===== src/logic/mpu_bus_cfg.svh =====
`ifndef MPU_BUS_CFG_SVH
`define MPU_BUS_CFG_SVH

// Width of the shared address/data byte
`define MPU_DATA_WIDTH 8

// Full host address, high byte on mpu_ah and low byte on the AD lines
`define MPU_ADDR_WIDTH 16

// Byte registers in the block
`define REG_COUNT 32

// Index bits taken from the low address byte
`define REG_IDX_WIDTH 5

// Request buffer entries between bus slave and register file
`define REQ_FIFO_DEPTH 4

// High address byte that selects this block
// Any other page is ignored by the slave
`define REG_PAGE 8'h00

`endif


===== src/logic/mpu_bus_pkg.sv =====
package mpu_bus_pkg;

  // Bus slave progress through one host cycle
  // ADDR_LATCHED waits for a strobe after ALE
  // WRITE_PEND holds until the write strobe is released
  // READ_WAIT waits for the register file response
  // READ_DRIVE keeps data on the bus until the read strobe ends
  typedef enum logic [2:0] {
    IDLE         = 3'd0,
    ADDR_LATCHED = 3'd1,
    WRITE_PEND   = 3'd2,
    READ_WAIT    = 3'd3,
    READ_DRIVE   = 3'd4
  } slave_state_t;

  // Host strobes after the two flop synchronizer
  // Levels keep the pin polarity, pulses last one clock
  typedef struct packed {
    // Synchronized read strobe, low while reading
    logic rd_n;
    // Synchronized write strobe, low while writing
    logic wr_n;
    // Synchronized address latch enable
    logic ale;
    // First clock with ALE high
    logic ale_rise;
    // Start of a read data phase
    logic rd_fall;
    // End of a write data phase
    logic wr_rise;
  } bus_sync_t;

endpackage


===== src/logic/reg_access_pkg.sv =====
`include "mpu_bus_cfg.svh"

package reg_access_pkg;

  // Register access opcode
  typedef enum logic {
    OP_READ  = 1'b0,
    OP_WRITE = 1'b1
  } reg_op_t;

  // One byte access toward the register file
  typedef struct packed {
    // Read or write
    reg_op_t                    op;
    // Register index inside the selected page
    logic [`REG_IDX_WIDTH-1:0]  idx;
    // Write data, don't care for reads
    logic [`MPU_DATA_WIDTH-1:0] wdata;
  } reg_req_t;

  // Read response back to the bus slave
  typedef struct packed {
    // Register contents at the time of the read
    logic [`MPU_DATA_WIDTH-1:0] rdata;
  } reg_rsp_t;

endpackage


===== src/logic/mpu_bus_slave.sv =====
`include "mpu_bus_cfg.svh"

module mpu_bus_slave (
  input  logic                                      clk,
  input  logic                                      arst_n,
  input  logic                                      mpu_rd_n,
  input  logic                                      mpu_wr_n,
  input  logic                                      mpu_ale,
  input  logic [`MPU_ADDR_WIDTH-`MPU_DATA_WIDTH-1:0] mpu_ah,
  input  logic [`MPU_DATA_WIDTH-1:0]                mpu_ad_in,
  output logic [`MPU_DATA_WIDTH-1:0]                mpu_ad_out,
  output logic                                      mpu_ad_oe,
  output logic                                      req_valid,
  output reg_access_pkg::reg_req_t                  req_data,
  input  logic                                      req_ready,
  input  logic                                      rsp_valid,
  input  reg_access_pkg::reg_rsp_t                  rsp_data,
  output logic                                      rsp_ready
);

  // Strobe shift registers, bit 1 is the synchronized level
  // Bit 2 is the previous level for edge detection
  logic [2:0] rd_n_sync;
  logic [2:0] wr_n_sync;
  logic [2:0] ale_sync;

  // Address and data pins delayed to line up with the strobes
  logic [`MPU_DATA_WIDTH-1:0]                ad_s1;
  logic [`MPU_DATA_WIDTH-1:0]                ad_s2;
  logic [`MPU_ADDR_WIDTH-`MPU_DATA_WIDTH-1:0] ah_s1;
  logic [`MPU_ADDR_WIDTH-`MPU_DATA_WIDTH-1:0] ah_s2;

  // Last data byte seen while the write strobe was low
  logic [`MPU_DATA_WIDTH-1:0] wr_hold;

  mpu_bus_pkg::bus_sync_t    sync;
  mpu_bus_pkg::slave_state_t state;
  mpu_bus_pkg::slave_state_t state_d;

  // Latched index and page miss flag of the current cycle
  logic [`REG_IDX_WIDTH-1:0] idx_q;
  logic                      ignore_q;

  // Decisions of the FSM for this clock
  logic                      latch_addr;
  logic                      issue;
  reg_access_pkg::reg_op_t   issue_op;
  logic                      drive_start;
  logic                      drive_end;

  // Inactive strobe levels after reset
  always_ff @(posedge clk or negedge arst_n)
  begin
    if (!arst_n)
    begin
      rd_n_sync <= 3'b111;
      wr_n_sync <= 3'b111;
      ale_sync  <= 3'b000;
    end
    else
    begin
      rd_n_sync <= {rd_n_sync[1:0], mpu_rd_n};
      wr_n_sync <= {wr_n_sync[1:0], mpu_wr_n};
      ale_sync  <= {ale_sync[1:0], mpu_ale};
    end
  end

  // AD and AH only change while the strobes are idle, two stages match the strobe delay
  always_ff @(posedge clk)
  begin
    ad_s1 <= mpu_ad_in;
    ad_s2 <= ad_s1;
    ah_s1 <= mpu_ah;
    ah_s2 <= ah_s1;
    if (!wr_n_sync[1])
      wr_hold <= ad_s2;
  end

  always_comb
  begin
    sync.rd_n     = rd_n_sync[1];
    sync.wr_n     = wr_n_sync[1];
    sync.ale      = ale_sync[1];
    sync.ale_rise = ale_sync[1] & ~ale_sync[2];
    sync.rd_fall  = ~rd_n_sync[1] & rd_n_sync[2];
    sync.wr_rise  = wr_n_sync[1] & ~wr_n_sync[2];
  end

  // Only a cycle on our own page takes the response
  assign rsp_ready = (state == mpu_bus_pkg::READ_WAIT) && !ignore_q;

  always_comb
  begin
    state_d     = state;
    latch_addr  = 1'b0;
    issue       = 1'b0;
    issue_op    = reg_access_pkg::OP_READ;
    drive_start = 1'b0;
    drive_end   = 1'b0;
    case (state)
      mpu_bus_pkg::IDLE:
      begin
        if (sync.ale_rise)
        begin
          latch_addr = 1'b1;
          state_d    = mpu_bus_pkg::ADDR_LATCHED;
        end
      end
      mpu_bus_pkg::ADDR_LATCHED:
      begin
        // A second ALE simply replaces the address
        if (sync.ale_rise)
          latch_addr = 1'b1;
        else if (!sync.ale && !sync.wr_n)
          state_d = mpu_bus_pkg::WRITE_PEND;
        else if (sync.rd_fall)
        begin
          issue   = !ignore_q;
          state_d = mpu_bus_pkg::READ_WAIT;
        end
      end
      mpu_bus_pkg::WRITE_PEND:
      begin
        // Data is taken when the host releases the strobe
        if (sync.wr_rise)
        begin
          issue    = !ignore_q;
          issue_op = reg_access_pkg::OP_WRITE;
          state_d  = mpu_bus_pkg::IDLE;
        end
      end
      mpu_bus_pkg::READ_WAIT:
      begin
        if (rsp_valid && rsp_ready)
        begin
          // Strobe already gone, drop the data
          if (sync.rd_n)
            state_d = mpu_bus_pkg::IDLE;
          else
          begin
            drive_start = 1'b1;
            state_d     = mpu_bus_pkg::READ_DRIVE;
          end
        end
        else if (ignore_q && sync.rd_n)
          state_d = mpu_bus_pkg::IDLE;
      end
      mpu_bus_pkg::READ_DRIVE:
      begin
        if (sync.rd_n)
        begin
          drive_end = 1'b1;
          state_d   = mpu_bus_pkg::IDLE;
        end
      end
      default:
        state_d = mpu_bus_pkg::IDLE;
    endcase
  end

  always_ff @(posedge clk or negedge arst_n)
  begin
    if (!arst_n)
    begin
      state     <= mpu_bus_pkg::IDLE;
      ignore_q  <= 1'b0;
      req_valid <= 1'b0;
      mpu_ad_oe <= 1'b0;
    end
    else
    begin
      state <= state_d;
      if (latch_addr)
        ignore_q <= (ah_s2 != `REG_PAGE);
      // Single output slot, host spacing keeps it free for the next issue
      if (issue)
        req_valid <= 1'b1;
      else if (req_ready)
        req_valid <= 1'b0;
      if (drive_start)
        mpu_ad_oe <= 1'b1;
      else if (drive_end)
        mpu_ad_oe <= 1'b0;
    end
  end

  always_ff @(posedge clk)
  begin
    if (latch_addr)
      idx_q <= ad_s2[`REG_IDX_WIDTH-1:0];
    if (issue)
    begin
      req_data.op    <= issue_op;
      req_data.idx   <= idx_q;
      req_data.wdata <= wr_hold;
    end
    if (drive_start)
      mpu_ad_out <= rsp_data.rdata;
  end

endmodule


===== src/logic/req_fifo.sv =====
`include "mpu_bus_cfg.svh"

module req_fifo #(
  parameter int DEPTH = `REQ_FIFO_DEPTH,
  parameter int WIDTH = $bits(reg_access_pkg::reg_req_t)
) (
  input  logic             clk,
  input  logic             arst_n,
  input  logic             in_valid,
  input  logic [WIDTH-1:0] in_data,
  output logic             in_ready,
  output logic             out_valid,
  output logic [WIDTH-1:0] out_data,
  input  logic             out_ready
);

  localparam int PTR_W = (DEPTH > 1) ? $clog2(DEPTH) : 1;
  localparam int CNT_W = $clog2(DEPTH + 1);

  logic [WIDTH-1:0] mem [DEPTH];
  logic [PTR_W-1:0] wr_ptr;
  logic [PTR_W-1:0] rd_ptr;
  logic [CNT_W-1:0] count;

  logic push;
  logic pop;

  // Full blocks the writer even when a pop happens the same clock
  assign in_ready  = (count != CNT_W'(DEPTH));
  assign out_valid = (count != '0);
  // Head entry shows without a read cycle
  assign out_data  = mem[rd_ptr];

  assign push = in_valid && in_ready;
  assign pop  = out_valid && out_ready;

  always_ff @(posedge clk or negedge arst_n)
  begin
    if (!arst_n)
    begin
      wr_ptr <= '0;
      rd_ptr <= '0;
      count  <= '0;
    end
    else
    begin
      if (push)
        wr_ptr <= (wr_ptr == PTR_W'(DEPTH - 1)) ? '0 : wr_ptr + 1'b1;
      if (pop)
        rd_ptr <= (rd_ptr == PTR_W'(DEPTH - 1)) ? '0 : rd_ptr + 1'b1;
      // Count unchanged when both happen
      if (push && !pop)
        count <= count + 1'b1;
      else if (pop && !push)
        count <= count - 1'b1;
    end
  end

  always_ff @(posedge clk)
  begin
    if (push)
      mem[wr_ptr] <= in_data;
  end

endmodule


===== src/logic/reg_file.sv =====
`include "mpu_bus_cfg.svh"

module reg_file (
  input  logic                     clk,
  input  logic                     arst_n,
  input  logic                     req_valid,
  input  reg_access_pkg::reg_req_t req_data,
  output logic                     req_ready,
  output logic                     rsp_valid,
  output reg_access_pkg::reg_rsp_t rsp_data,
  input  logic                     rsp_ready
);

  // Host visible byte registers
  logic [`MPU_DATA_WIDTH-1:0] regs [`REG_COUNT];

  logic take;
  logic is_write;
  logic is_read;

  // One response slot, no new request while it is occupied
  assign req_ready = !rsp_valid;
  assign take      = req_valid && req_ready;
  assign is_write  = take && (req_data.op == reg_access_pkg::OP_WRITE);
  assign is_read   = take && (req_data.op == reg_access_pkg::OP_READ);

  // Registers come up as zero
  always_ff @(posedge clk or negedge arst_n)
  begin
    if (!arst_n)
    begin
      for (int i = 0; i < `REG_COUNT; i++)
        regs[i] <= '0;
    end
    else if (is_write)
    begin
      regs[req_data.idx] <= req_data.wdata;
    end
  end

  // Response valid one clock after the read transfer
  always_ff @(posedge clk or negedge arst_n)
  begin
    if (!arst_n)
      rsp_valid <= 1'b0;
    else if (is_read)
      rsp_valid <= 1'b1;
    else if (rsp_ready)
      rsp_valid <= 1'b0;
  end

  // Read data captured at the transfer edge
  always_ff @(posedge clk)
  begin
    if (is_read)
      rsp_data.rdata <= regs[req_data.idx];
  end

endmodule


===== src/logic/main.sv =====
`include "mpu_bus_cfg.svh"

module main (
  input  logic                                      clk,
  input  logic                                      arst_n,
  input  logic                                      mpu_rd_n,
  input  logic                                      mpu_wr_n,
  input  logic                                      mpu_ale,
  input  logic [`MPU_ADDR_WIDTH-`MPU_DATA_WIDTH-1:0] mpu_ah,
  input  logic [`MPU_DATA_WIDTH-1:0]                mpu_ad_in,
  output logic [`MPU_DATA_WIDTH-1:0]                mpu_ad_out,
  output logic                                      mpu_ad_oe
);

  // Slave to FIFO
  logic                     req_valid;
  logic                     req_ready;
  reg_access_pkg::reg_req_t req_data;

  // FIFO to register file
  logic                     fifo_valid;
  logic                     fifo_ready;
  reg_access_pkg::reg_req_t fifo_data;

  // Read responses back to the slave
  logic                     rsp_valid;
  logic                     rsp_ready;
  reg_access_pkg::reg_rsp_t rsp_data;

  mpu_bus_slave u_slave (
    .clk        (clk),
    .arst_n     (arst_n),
    .mpu_rd_n   (mpu_rd_n),
    .mpu_wr_n   (mpu_wr_n),
    .mpu_ale    (mpu_ale),
    .mpu_ah     (mpu_ah),
    .mpu_ad_in  (mpu_ad_in),
    .mpu_ad_out (mpu_ad_out),
    .mpu_ad_oe  (mpu_ad_oe),
    .req_valid  (req_valid),
    .req_data   (req_data),
    .req_ready  (req_ready),
    .rsp_valid  (rsp_valid),
    .rsp_data   (rsp_data),
    .rsp_ready  (rsp_ready)
  );

  // Keeps writes and reads in host order
  req_fifo #(
    .DEPTH (`REQ_FIFO_DEPTH),
    .WIDTH ($bits(reg_access_pkg::reg_req_t))
  ) u_fifo (
    .clk       (clk),
    .arst_n    (arst_n),
    .in_valid  (req_valid),
    .in_data   (req_data),
    .in_ready  (req_ready),
    .out_valid (fifo_valid),
    .out_data  (fifo_data),
    .out_ready (fifo_ready)
  );

  reg_file u_regs (
    .clk       (clk),
    .arst_n    (arst_n),
    .req_valid (fifo_valid),
    .req_data  (fifo_data),
    .req_ready (fifo_ready),
    .rsp_valid (rsp_valid),
    .rsp_data  (rsp_data),
    .rsp_ready (rsp_ready)
  );

endmodule


===== config.mk =====
export PLATFORM = sky130hd
export DESIGN_NAME = main
export DESIGN_NICKNAME = d
export VERILOG_FILES = /design/src/logic/mpu_bus_pkg.sv /design/src/logic/reg_access_pkg.sv /design/src/logic/mpu_bus_slave.sv /design/src/logic/req_fifo.sv /design/src/logic/reg_file.sv /design/src/logic/main.sv
export VERILOG_INCLUDE_DIRS = /design/src /design/src/logic
export SDC_FILE = /design/constraint.sdc
export NUM_CORES = 1
export LEC_CHECK = 0
export BUFFER_PORTS_ARGS = -buffer_cell sky130_fd_sc_hd__buf_2
export CORE_MARGIN = 10
export CORE_UTILIZATION = 67
export DETAILED_ROUTE_END_ITERATION = 8
export GPL_TIMING_DRIVEN = 0
export HOLD_SLACK_MARGIN = 0.03
export PLACE_DENSITY = 0.94
export SYNTH_ARGS = -nofsm -noshare
export SYNTH_HDL_FRONTEND = slang
export SYNTH_HIERARCHICAL = 1
export SYNTH_SLANG_ARGS = --single-unit

===== constraint.sdc =====
create_clock -name clk -period 5.1 [get_ports clk]
set_input_delay 1.02 -clock clk [delete_from_list [all_inputs] [get_ports clk]]
set_output_delay 1.02 -clock clk [all_outputs]
set_load 0.02 [all_outputs]

; Yosys cells after proc, flatten, opt, wreduce, memory -nomap -nowiden
; Memory sizes are Yosys's and may differ from the RTL's.
; Index checks and enable logic that the tools add are counted.
[word_totals]
output_inout_bits = 9
regBits = 354
n_memories = 1
ram_bits = 56
[classes]
bitwise = 8
eq_ne = 13
order_cmp = 2
muxes = 41
addsub = 4
reduce_logical = 26
[mem_list]
columns = name, depth, word_bits, read_ports, rd_clocked_by_memory_dff, write_ports, line_no
row1 = u_fifo.mem, 4, 14, 1, 0, 1, req_fifo.sv:20  ; logic [WIDTH-1:0] mem [DEPTH];
[op_table]
columns = operator, n
row1 = $bwmux W256, 1
row2 = $bmux W8 S5, 1
row3 = $demux W8 S5, 1
row4 = $mux W3, 11
row5 = $mux W8, 3
row6 = $mux W1, 20
row7 = $pmux W3 S5, 1
row8 = $logic_and A1 B1 Y1, 11
row9 = $reduce_bool A2 Y1, 4
row10 = $reduce_bool A8 Y1, 1
row11 = $eq A3 B2 Y1 const B, 2
row12 = $ge A6 B6 Y1 const B, 1
row13 = $logic_not A1 Y1, 6
row14 = $lt A6 B1 Y1 const B, 1
row15 = $ne A2 B1 Y1 const B, 3
row16 = $ne A3 B3 Y1 const B, 2
row17 = $not A5 Y6, 1
row18 = $reduce_and A6 Y1, 1
row19 = $add A2 B1 Y2 const B, 2
row20 = $eq A2 B2 Y1 const B, 2
row21 = $mux W2, 2
row22 = $not A1 Y1, 4
row23 = $add A3 B1 Y3 const B, 1
row24 = $and A1 B1 Y1, 3
row25 = other kinds (9), 9

; Depth between registers and ports, before layout
; Gate-level depths: netlist of run 1.
[depth]
word_depth = 7
depth_mapped = 10
mapped_depth_nobuf = 8

; By module
; Netlist of run 1, hierarchy kept.
[by_module_without_submodules]
columns = mod, area_per_inst_um2, seq_area_each_um2, instances, cells_each
row1 = reg_file, 12160.4, 6671.4, 1, 871
row2 = req_fifo, 2458.6, 1856.8, 1, 109
row3 = mpu_bus_slave, 2351.0, 2074.5, 1, 122

; Worst setup path before layout of run 1
; Ideal clock, no wire load.
[synth_path]
kind = register to register
from = reg u_fifo.rd_ptr[0]
to = reg u_regs/regs[249] (netlist bit)
setup_time_ps = 125
period_less_slack_ps = 2828
stages_incl_launch_ff = 9
arrival_time_ps = 2704
setup_slack_ps = 2272
cell_sequence = dfrtp_1 buf_2 buf_4 mux4_2 buf_4 or3_1 buf_2 nor4_4 mux2_2
[synth_lines]
columns = element, line_no
row1 = "start, declared", req_fifo.sv:22  ; logic [PTR_W-1:0] rd_ptr;
row2 = "start signal, assigned", req_fifo.sv:50  ; rd_ptr <= (rd_ptr == PTR_W'(DEPTH - 1)) ? '0 : rd_ptr + 1'b1;
row3 = "end signal, assigned by index", reg_file.sv:37  ; regs[req_data.idx] <= req_data.wdata;
row4 = "end, declared", reg_file.sv:15  ; logic [`MPU_DATA_WIDTH-1:0] regs [`REG_COUNT];

==> impl_metrics.csv, run 1 <==
group,metric,value,unit
route,totalWireLength,45.42,mm
sta,period_needed,4564,ps
clock_tree,cts.path.max_buffers,3,
worst_setup_path,critPathKind,"reg2reg",
power_and_ir_drop,power_leakage,8.613,nW
power_and_ir_drop,power.density,612.7,mW/mm^2
placed_design,gp_congestion,0.9674,
synth,synth_flop_cell,"dfrtp_1",
placed_design,io_buffer_count,29,
synth,synthTopCellsByCount,"dfrtp_1 (273), mux2_2 (259), mux2i_1 (129)",
layout,fin_area,0.01904,mm^2
min_path,whs_path_depth,0,
power_and_ir_drop,irDropWorstVdd,0.4528,mV
power_and_ir_drop,p_int,0.007695,W
global_routing,grtUsageTotal,28.86,%
power_and_ir_drop,pwr-share-comb,31.2,%
power_and_ir_drop,switching_power,0.003975,W
layout,num_antenna_cells,0,
clock_tree,root_buffer,"clkbuf_16",
floorplan,ioPinCount,30,
worst_setup_path,reg2reg_depth,9,
clock_tree,h-tree-depth,2,
synth,syn_area,0.01697,mm^2
placed_design,placed_area,0.01763,mm^2
route,wl_per_cell,29.47,um
clock_tree,clk_pin_slew_worst_paths,70,ps
sta,slew_headroom,21.48,%
clock_tree,clock-sinks,410,
synth,ys_async_sr_fraction,68.05,%
layout,nFillCells,1362,
worst_setup_path,cp.required,5340,ps
floorplan,dieWidth,179.2,um
layout,layout-drive-gt1-share,36.00,%
synth,yosys_warnings,6,
route,via_count,10650,
synth,synth.top_cell.area_share,40.26,%
layout,multi_input_area,0.006052,mm^2
floorplan,fp.dieArea,0.03209,mm^2
layout,seq_area,0.01060,mm^2
sta,setup_tns,0,ps
worst_setup_path,reg2reg_slack,540,ps
sta,hold_viol,0,
sta,worst_clock_skew,22.93,ps
route,viasPerCell,6.913,
synth,synth_area_leader_cell,"dfrtp_1",
sta,post-route-period-util,89.48,%
global_routing,antenna_found_initial,0,
power_and_ir_drop,clkPwrFrac,26.3,%
synth,synthDistinctLibCells,58,
sta,rsz0062_at_grt,"false",
floorplan,core_region_area,0.02504,mm^2
route,drc,0,
worst_setup_path,r2r-start,"u_fifo/rd_ptr[1]$_DFFE_PN0P_",
sta,tightest_slew,1178,ps
synth,yosysSeqAreaShare,62.48,%
clock_tree,cts_buffers,41,
worst_setup_path,regToRegEndpoint,"u_regs/rsp_data[3]$_DFFE_PP_",
synth,syn_inst,1102,
clock_tree,insertion_delay,550,ps
sta,drv_slew,0,
layout,syn_to_final_growth,12.22,%
global_routing,grt_pass1_wl,68.99,mm
global_routing,grt_pass1_vias,11330,
route,ant_nets,0,
floorplan,start_util,67.78,%
synth,synth.area.top_cells,"dfrtp_1 (40%), edfxtp_1 (18%), mux2_2 (17%), mux2i_1 (7.6%), dfxtp_1 (3.8%)",
outcome,outcome,"complete, no violations",
clock_tree,cts_setup_buffers,0,
global_routing,grt_max_degree,116,
floorplan,rows,58,
worst_setup_path,crit_path_end_kind,"flop",
route,firstDrtPassIters,5,
power_and_ir_drop,power_frac_seq,42.5,%
placed_design,dpl.hpwl,28.09,mm
sta,fmaxAchievable,219.1,MHz
min_path,min_path_type,"reg2reg",
synth,syn_nets,1130,
clock_tree,cts_tree,"yes",
layout,nets,1206,
synth,synth_edf_count,99,
worst_setup_path,startpoint_type,"flop",
worst_setup_path,critical_path_arrival,4800,ps
clock_tree,hold_buffers,0,
floorplan,chipHeight,179.2,um
sta,setup_viol,0,
power_and_ir_drop,switching_share,34.06,%
global_routing,grt_overflow,0,
job,drv_cap,0,
synth,yosys.cell_count.top_type,"dfrtp_1",
min_path,hold_start,"u_slave/ah_s1[3]$_DFF_P_",
clock_tree,postCtsResizedCells,0,
min_path,whs_endpoint,"u_slave/ah_s2[3]$_DFF_P_",
worst_setup_path,worstPathMaxFanout,10,
synth,avgSynthCellArea,15.40,um^2
route,drt_iter0_drc,1333,
synth,synth_seq_cells,410,
==> flip-flops by register name (all words and copies together), names as in the netlist, 5 cells and up <==
name / cells
u_regs/regs: 256
u_slave/wr_hold: 8
u_slave/mpu_ad_out: 8
u_fifo/mem: 56
u_slave/req_data: 14
u_regs/rsp_data: 8
u_slave/ad_s1: 8
u_slave/ad_s2: 8
u_slave/ah_s2: 8
u_slave/idx_q: 5
u_slave/ah_s1: 8
==> power by group through the flow <==
stage | Combinational, W | Clock (W) | Sequential [W]
floorplan | 0.00241 | 0 | 0.00475
finish | 0.00364 | 0.00307 | 0.00496
CTS | 0.00353 | 0.00309 | 0.00493
global route | 0.00376 | 0.00323 | 0.00504
detailed placement | 0.00342 | 0 | 0.00495
global placement | 0.00325 | 0 | 0.00484
==> per-layer routing <==
| metal | global-route usage, % | up-vias | routed length, um |
|---|---|---|---|
| li1 | - | 4264 | - |
| met1 | 35.35 | 5498 | 16870 |
| met2 | 45.78 | 695 | 21450 |
| met3 | 6.213 | 196 | 3820 |
| met4 | 18.86 | 0 | 3279 |
| met5 | 0 | - | 0 |
==> how the worst max path moves through the flow <==
stage                                  from                      endpoint  slack [ps]  depth (start not counted)
2_1_floorplan  u_fifo/rd_ptr[0]$_DFFE_PN0P_  u_regs/regs[249]$_DFFE_PN0P_        2270                          8
3_3_place_gp                         arst_n  u_regs/regs[248]$_DFFE_PN0P_       -1880                          1
3_5_place_dp   u_fifo/rd_ptr[0]$_DFFE_PN0P_  u_regs/rsp_data[0]$_DFFE_PP_        1000                         10
4_1_cts        u_fifo/rd_ptr[0]$_DFFE_PN0P_  u_regs/rsp_data[2]$_DFFE_PP_         890                         10
5_1_grt        u_fifo/rd_ptr[0]$_DFFE_PN0P_  u_regs/rsp_data[3]$_DFFE_PP_         590                         10
6_report       u_fifo/rd_ptr[1]$_DFFE_PN0P_  u_regs/rsp_data[3]$_DFFE_PP_         540                          9
==> placed cells by master (no fill, tap or decap), types with 7 or more instances in the layout <==
cell / count
nor2_2: 12
edfxtp_1: 99
mux4_2: 14
mux2_2: 259
dfrtp_1: 273
nor4_1: 18
o22ai_1: 65
buf_2: 44
buf_4: 7
clkbuf_8: 12
dfxtp_1: 32
inv_1: 9
nand2_1: 23
clkbuf_16: 45
nor2_1: 10
mux2i_1: 129
clkbuf_1: 50
nand3_1: 7
==> logic make-up (layout without fill, tap and decap cells) <==
family                   count (synthesis)  count (layout)  share of synthesized area, %
AND/OR/NAND/NOR                        122             122                         4.896
adder cells (fa/ha/maj)                  7               7                        0.5603
multiplexers                           405             405                         26.90
XOR/XNOR                                 4               4                        0.2065
flip-flops                             410             410                         62.48
buffers and inverters                   78             187                         1.998
AO/OA/AOI/OAI                           76              76                         2.964
==> worst max-delay path, stage by stage, from the launching register on <==
cell,delay (ps)
dfrtp_1,600
buf_2,380
mux4_2,260
clkbuf_1,270
buf_2,280
buf_1,900
mux2i_1,320
o22ai_1,120
nor4_1,960
nand2_1,170
==> area by class of cell <==
| class | count | share of cell area, % |
|---|---|---|
| Sequential cell | 410 | 55.67 |
| Multi-Input combinational cell | 614 | 31.78 |
| Clock buffer | 67 | 6.977 |
| Tap cell | 330 | 2.168 |
| Buffer | 68 | 1.583 |
| Timing Repair Buffer | 33 | 1.183 |
| Clock inverter | 9 | 0.4402 |
| Inverter | 10 | 0.1971 |
==> through the flow <==
| step | power, W | setup slack [ps] | util, % | cells | hold WS [ps] |
|---|---|---|---|---|---|
| 2_1_floorplan | 0.007159 | 2272 | - | 1102 | 309.6 |
| 3_3_place_gp | 0.008086 | -1876 | 70.01 | 1461 | 310.9 |
| 3_5_place_dp | 0.008374 | 995.5 | 70.42 | 1465 | 312.1 |
| 4_1_cts | 0.01155 | 887.5 | 76.07 | 1541 | 325.9 |
| 5_1_grt | 0.01203 | 592.3 | 76.07 | 1541 | 321.7 |
| 6_report | 0.01167 | 536.5 | 76.07 | 1541 | 322.6 |
Note: power is estimated with default switching activity, not from simulation.
==> inputs of run 2 (changes only) <==
BUFFER_PORTS_ARGS = -buffer_cell sky130_fd_sc_hd__buf_4   (was -buffer_cell sky130_fd_sc_hd__buf_2)
CTS_CLUSTER_SIZE = 10   (was not set)
==> run 2 against run 1 <==
  * Via count shrank 2.2%
  * Non-clock buffer count did not move
  * Fmax rose by 8.2%
  * Setup slack improved by 350 ps
  * First-iteration DRC count fell by 5.8%
  * Global-route usage fell by 0.66 points
  * Critical path depth is 1 higher
  * Clock power shrank 2%
==> impl_metrics.csv, run 2 (synthesis gave the netlist of run 1 again) <==
group,metric,value,unit
outcome,outcome,"complete, no violations",
route,viasPerCell,6.759,
sta,worst_slack,883.4,ps
placed_design,gp_congestion,1.020,
min_path,whs_path_depth,0,
route,ant_nets,0,
placed_design,dpl.hpwl,28.36,mm
floorplan,start_util,67.78,%
floorplan,chipHeight,179.2,um
layout,largestRegisters,"u_regs/regs: 256 flops, u_fifo/mem: 56 flops, u_slave/req_data: 14 flops",
sta,slew_headroom,16.31,%
clock_tree,root_buffer,"clkbuf_16",
sta,rsz0062_at_grt,"false",
route,totalWireLength,44.06,mm
clock_tree,hold_buffers,0,
sta,tightest_slew,1255,ps
global_routing,grt_pass1_wl,68.17,mm
route,wl_met2,21.07,mm
layout,final_common_cell,"dfrtp_1",
clock_tree,postCtsResizedCells,0,
floorplan,rows,58,
sta,setup_tns,0,ps
sta,drv_slew,0,
placed_design,io_buffer_count,29,
min_path,min_path_type,"reg2reg",
sta,setup_viol,0,
layout,syn_to_final_growth,12.36,%
floorplan,core_region_area,0.02504,mm^2
route,via_count,10420,
layout,regMostFlops,"u_regs/regs",
route,drt-met1-wl,16.57,mm
placed_design,dp_slack,1040,ps
job,drv_cap,0,
route,firstDrtPassIters,5,
clock_tree,cts_buffers,47,
clock_tree,h-tree-depth,2,
worst_setup_path,critical_path_arrival,4490,ps
layout,layout-drive-gt1-share,34.85,%
worst_setup_path,cp.required,5370,ps
global_routing,grtUsageTotal,28.20,%
layout,nFillCells,1339,
layout,nets,1212,
layout,final_cell_mix,"dfrtp_1 (273), mux2_2 (259), mux2i_1 (129)",
layout,largest_reg_flops,256,
sta,worst_clock_skew,17.26,ps
route,drc,0,
sta,hold_viol,0,
global_routing,grt_overflow,0,
route,wl_met3,3.562,mm
global_routing,antenna_found_initial,1,
global_routing,grt_pass1_vias,11220,
placed_design,dp.cells,1465,
layout,num_antenna_cells,0,
clock_tree,insertion_delay,560,ps
worst_setup_path,worstPathMaxFanout,10,
floorplan,fp.dieArea,0.03209,mm^2
worst_setup_path,reg2reg_depth,10,
sta,fmaxAchievable,237.2,MHz
clock_tree,clk_pin_slew_worst_paths,60,ps
floorplan,ioPinCount,30,
route,dr.max_layer_used,"met4",
clock_tree,cts_setup_buffers,0,
clock_tree,cts_tree,"yes",
clock_tree,cts.path.max_buffers,3,
worst_setup_path,critPathKind,"reg2reg",
worst_setup_path,crit_path_end_kind,"flop",
clock_tree,clock-sinks,410,
global_routing,grt_max_degree,108,
layout,fin_cells,1541,
power_and_ir_drop,irDropWorstVdd,0.3869,mV
power_and_ir_drop,power.density,604.7,mW/mm^2
route,drt_iter0_drc,1256,
sta,post-route-period-util,82.68,%
sta,period_needed,4217,ps
power_and_ir_drop,power_leakage,8.598,nW
floorplan,dieWidth,179.2,um
power_and_ir_drop,p_total,0.01153,W
worst_setup_path,startpoint_type,"flop",
route,wl_per_cell,28.59,um
==> run 2: power breakdown <==
part / leakage (nW) / internal (W) / switching, W
clock network: 0.646 / 0.00172 / 0.00129
registers: 4.96 / 0.00436 / 0.000583
logic: 2.99 / 0.00151 / 0.00208
==> run 2: worst paths after layout <==
path,to,start,slack [ps]
max,u_regs/rsp_data[0]$_DFFE_PP_,u_fifo/rd_ptr[0]$_DFFE_PN0P_,880
min in group asynchronous,u_regs/regs[78]$_DFFE_PN0P_,arst_n,420
max in group asynchronous,u_regs/regs[44]$_DFFE_PN0P_,arst_n,3750
max reg2reg,u_regs/rsp_data[0]$_DFFE_PP_,u_fifo/rd_ptr[0]$_DFFE_PN0P_,880
min reg2reg,u_slave/ad_s2[5]$_DFF_P_,u_slave/ad_s1[5]$_DFF_P_,330
min,u_slave/ad_s2[5]$_DFF_P_,u_slave/ad_s1[5]$_DFF_P_,330
==> run 2: final cells by class <==
class | count | area [um^2] | share of cell area, %
sequential | 410 | 10600 | 55.60
multi-input combinational | 614 | 6052 | 31.74
clock buffer | 72 | 1270 | 6.660
tap | 330 | 412.9 | 2.165
timing repair buffer | 33 | 302.8 | 1.588
buffer | 68 | 301.5 | 1.581
clock inverter | 4 | 88.84 | 0.4659
inverter | 10 | 37.54 | 0.1969
==> run 2: critical path, stage by stage (launching register included) <==
cell and delay (ps):
dfrtp_1 390, buf_2 220, buf_4 230, mux4_2 350, clkbuf_1 220, buf_2 250, buf_1 950, mux2i_1 310
o22ai_1 120, nor4_1 780, nand2_1 100
==> run 2: layer usage <==
metal  global-route usage [%]  vias up
met5                        0        -
met4                    15.99        0
met3                    5.476      164
met2                    45.33      639
met1                    35.41     5340
li1                         -     4272
==> run 2: through the flow <==
step                cell area, um^2  hold WS, ps  util (%)
floorplan                     16970        309.6         -
global placement              17600        310.4     70.30
CTS                           19070        324.9     76.16
global route                  19070        335.7     76.16
finish                        19070        326.4     76.16
detailed placement            17710        315.4     70.73
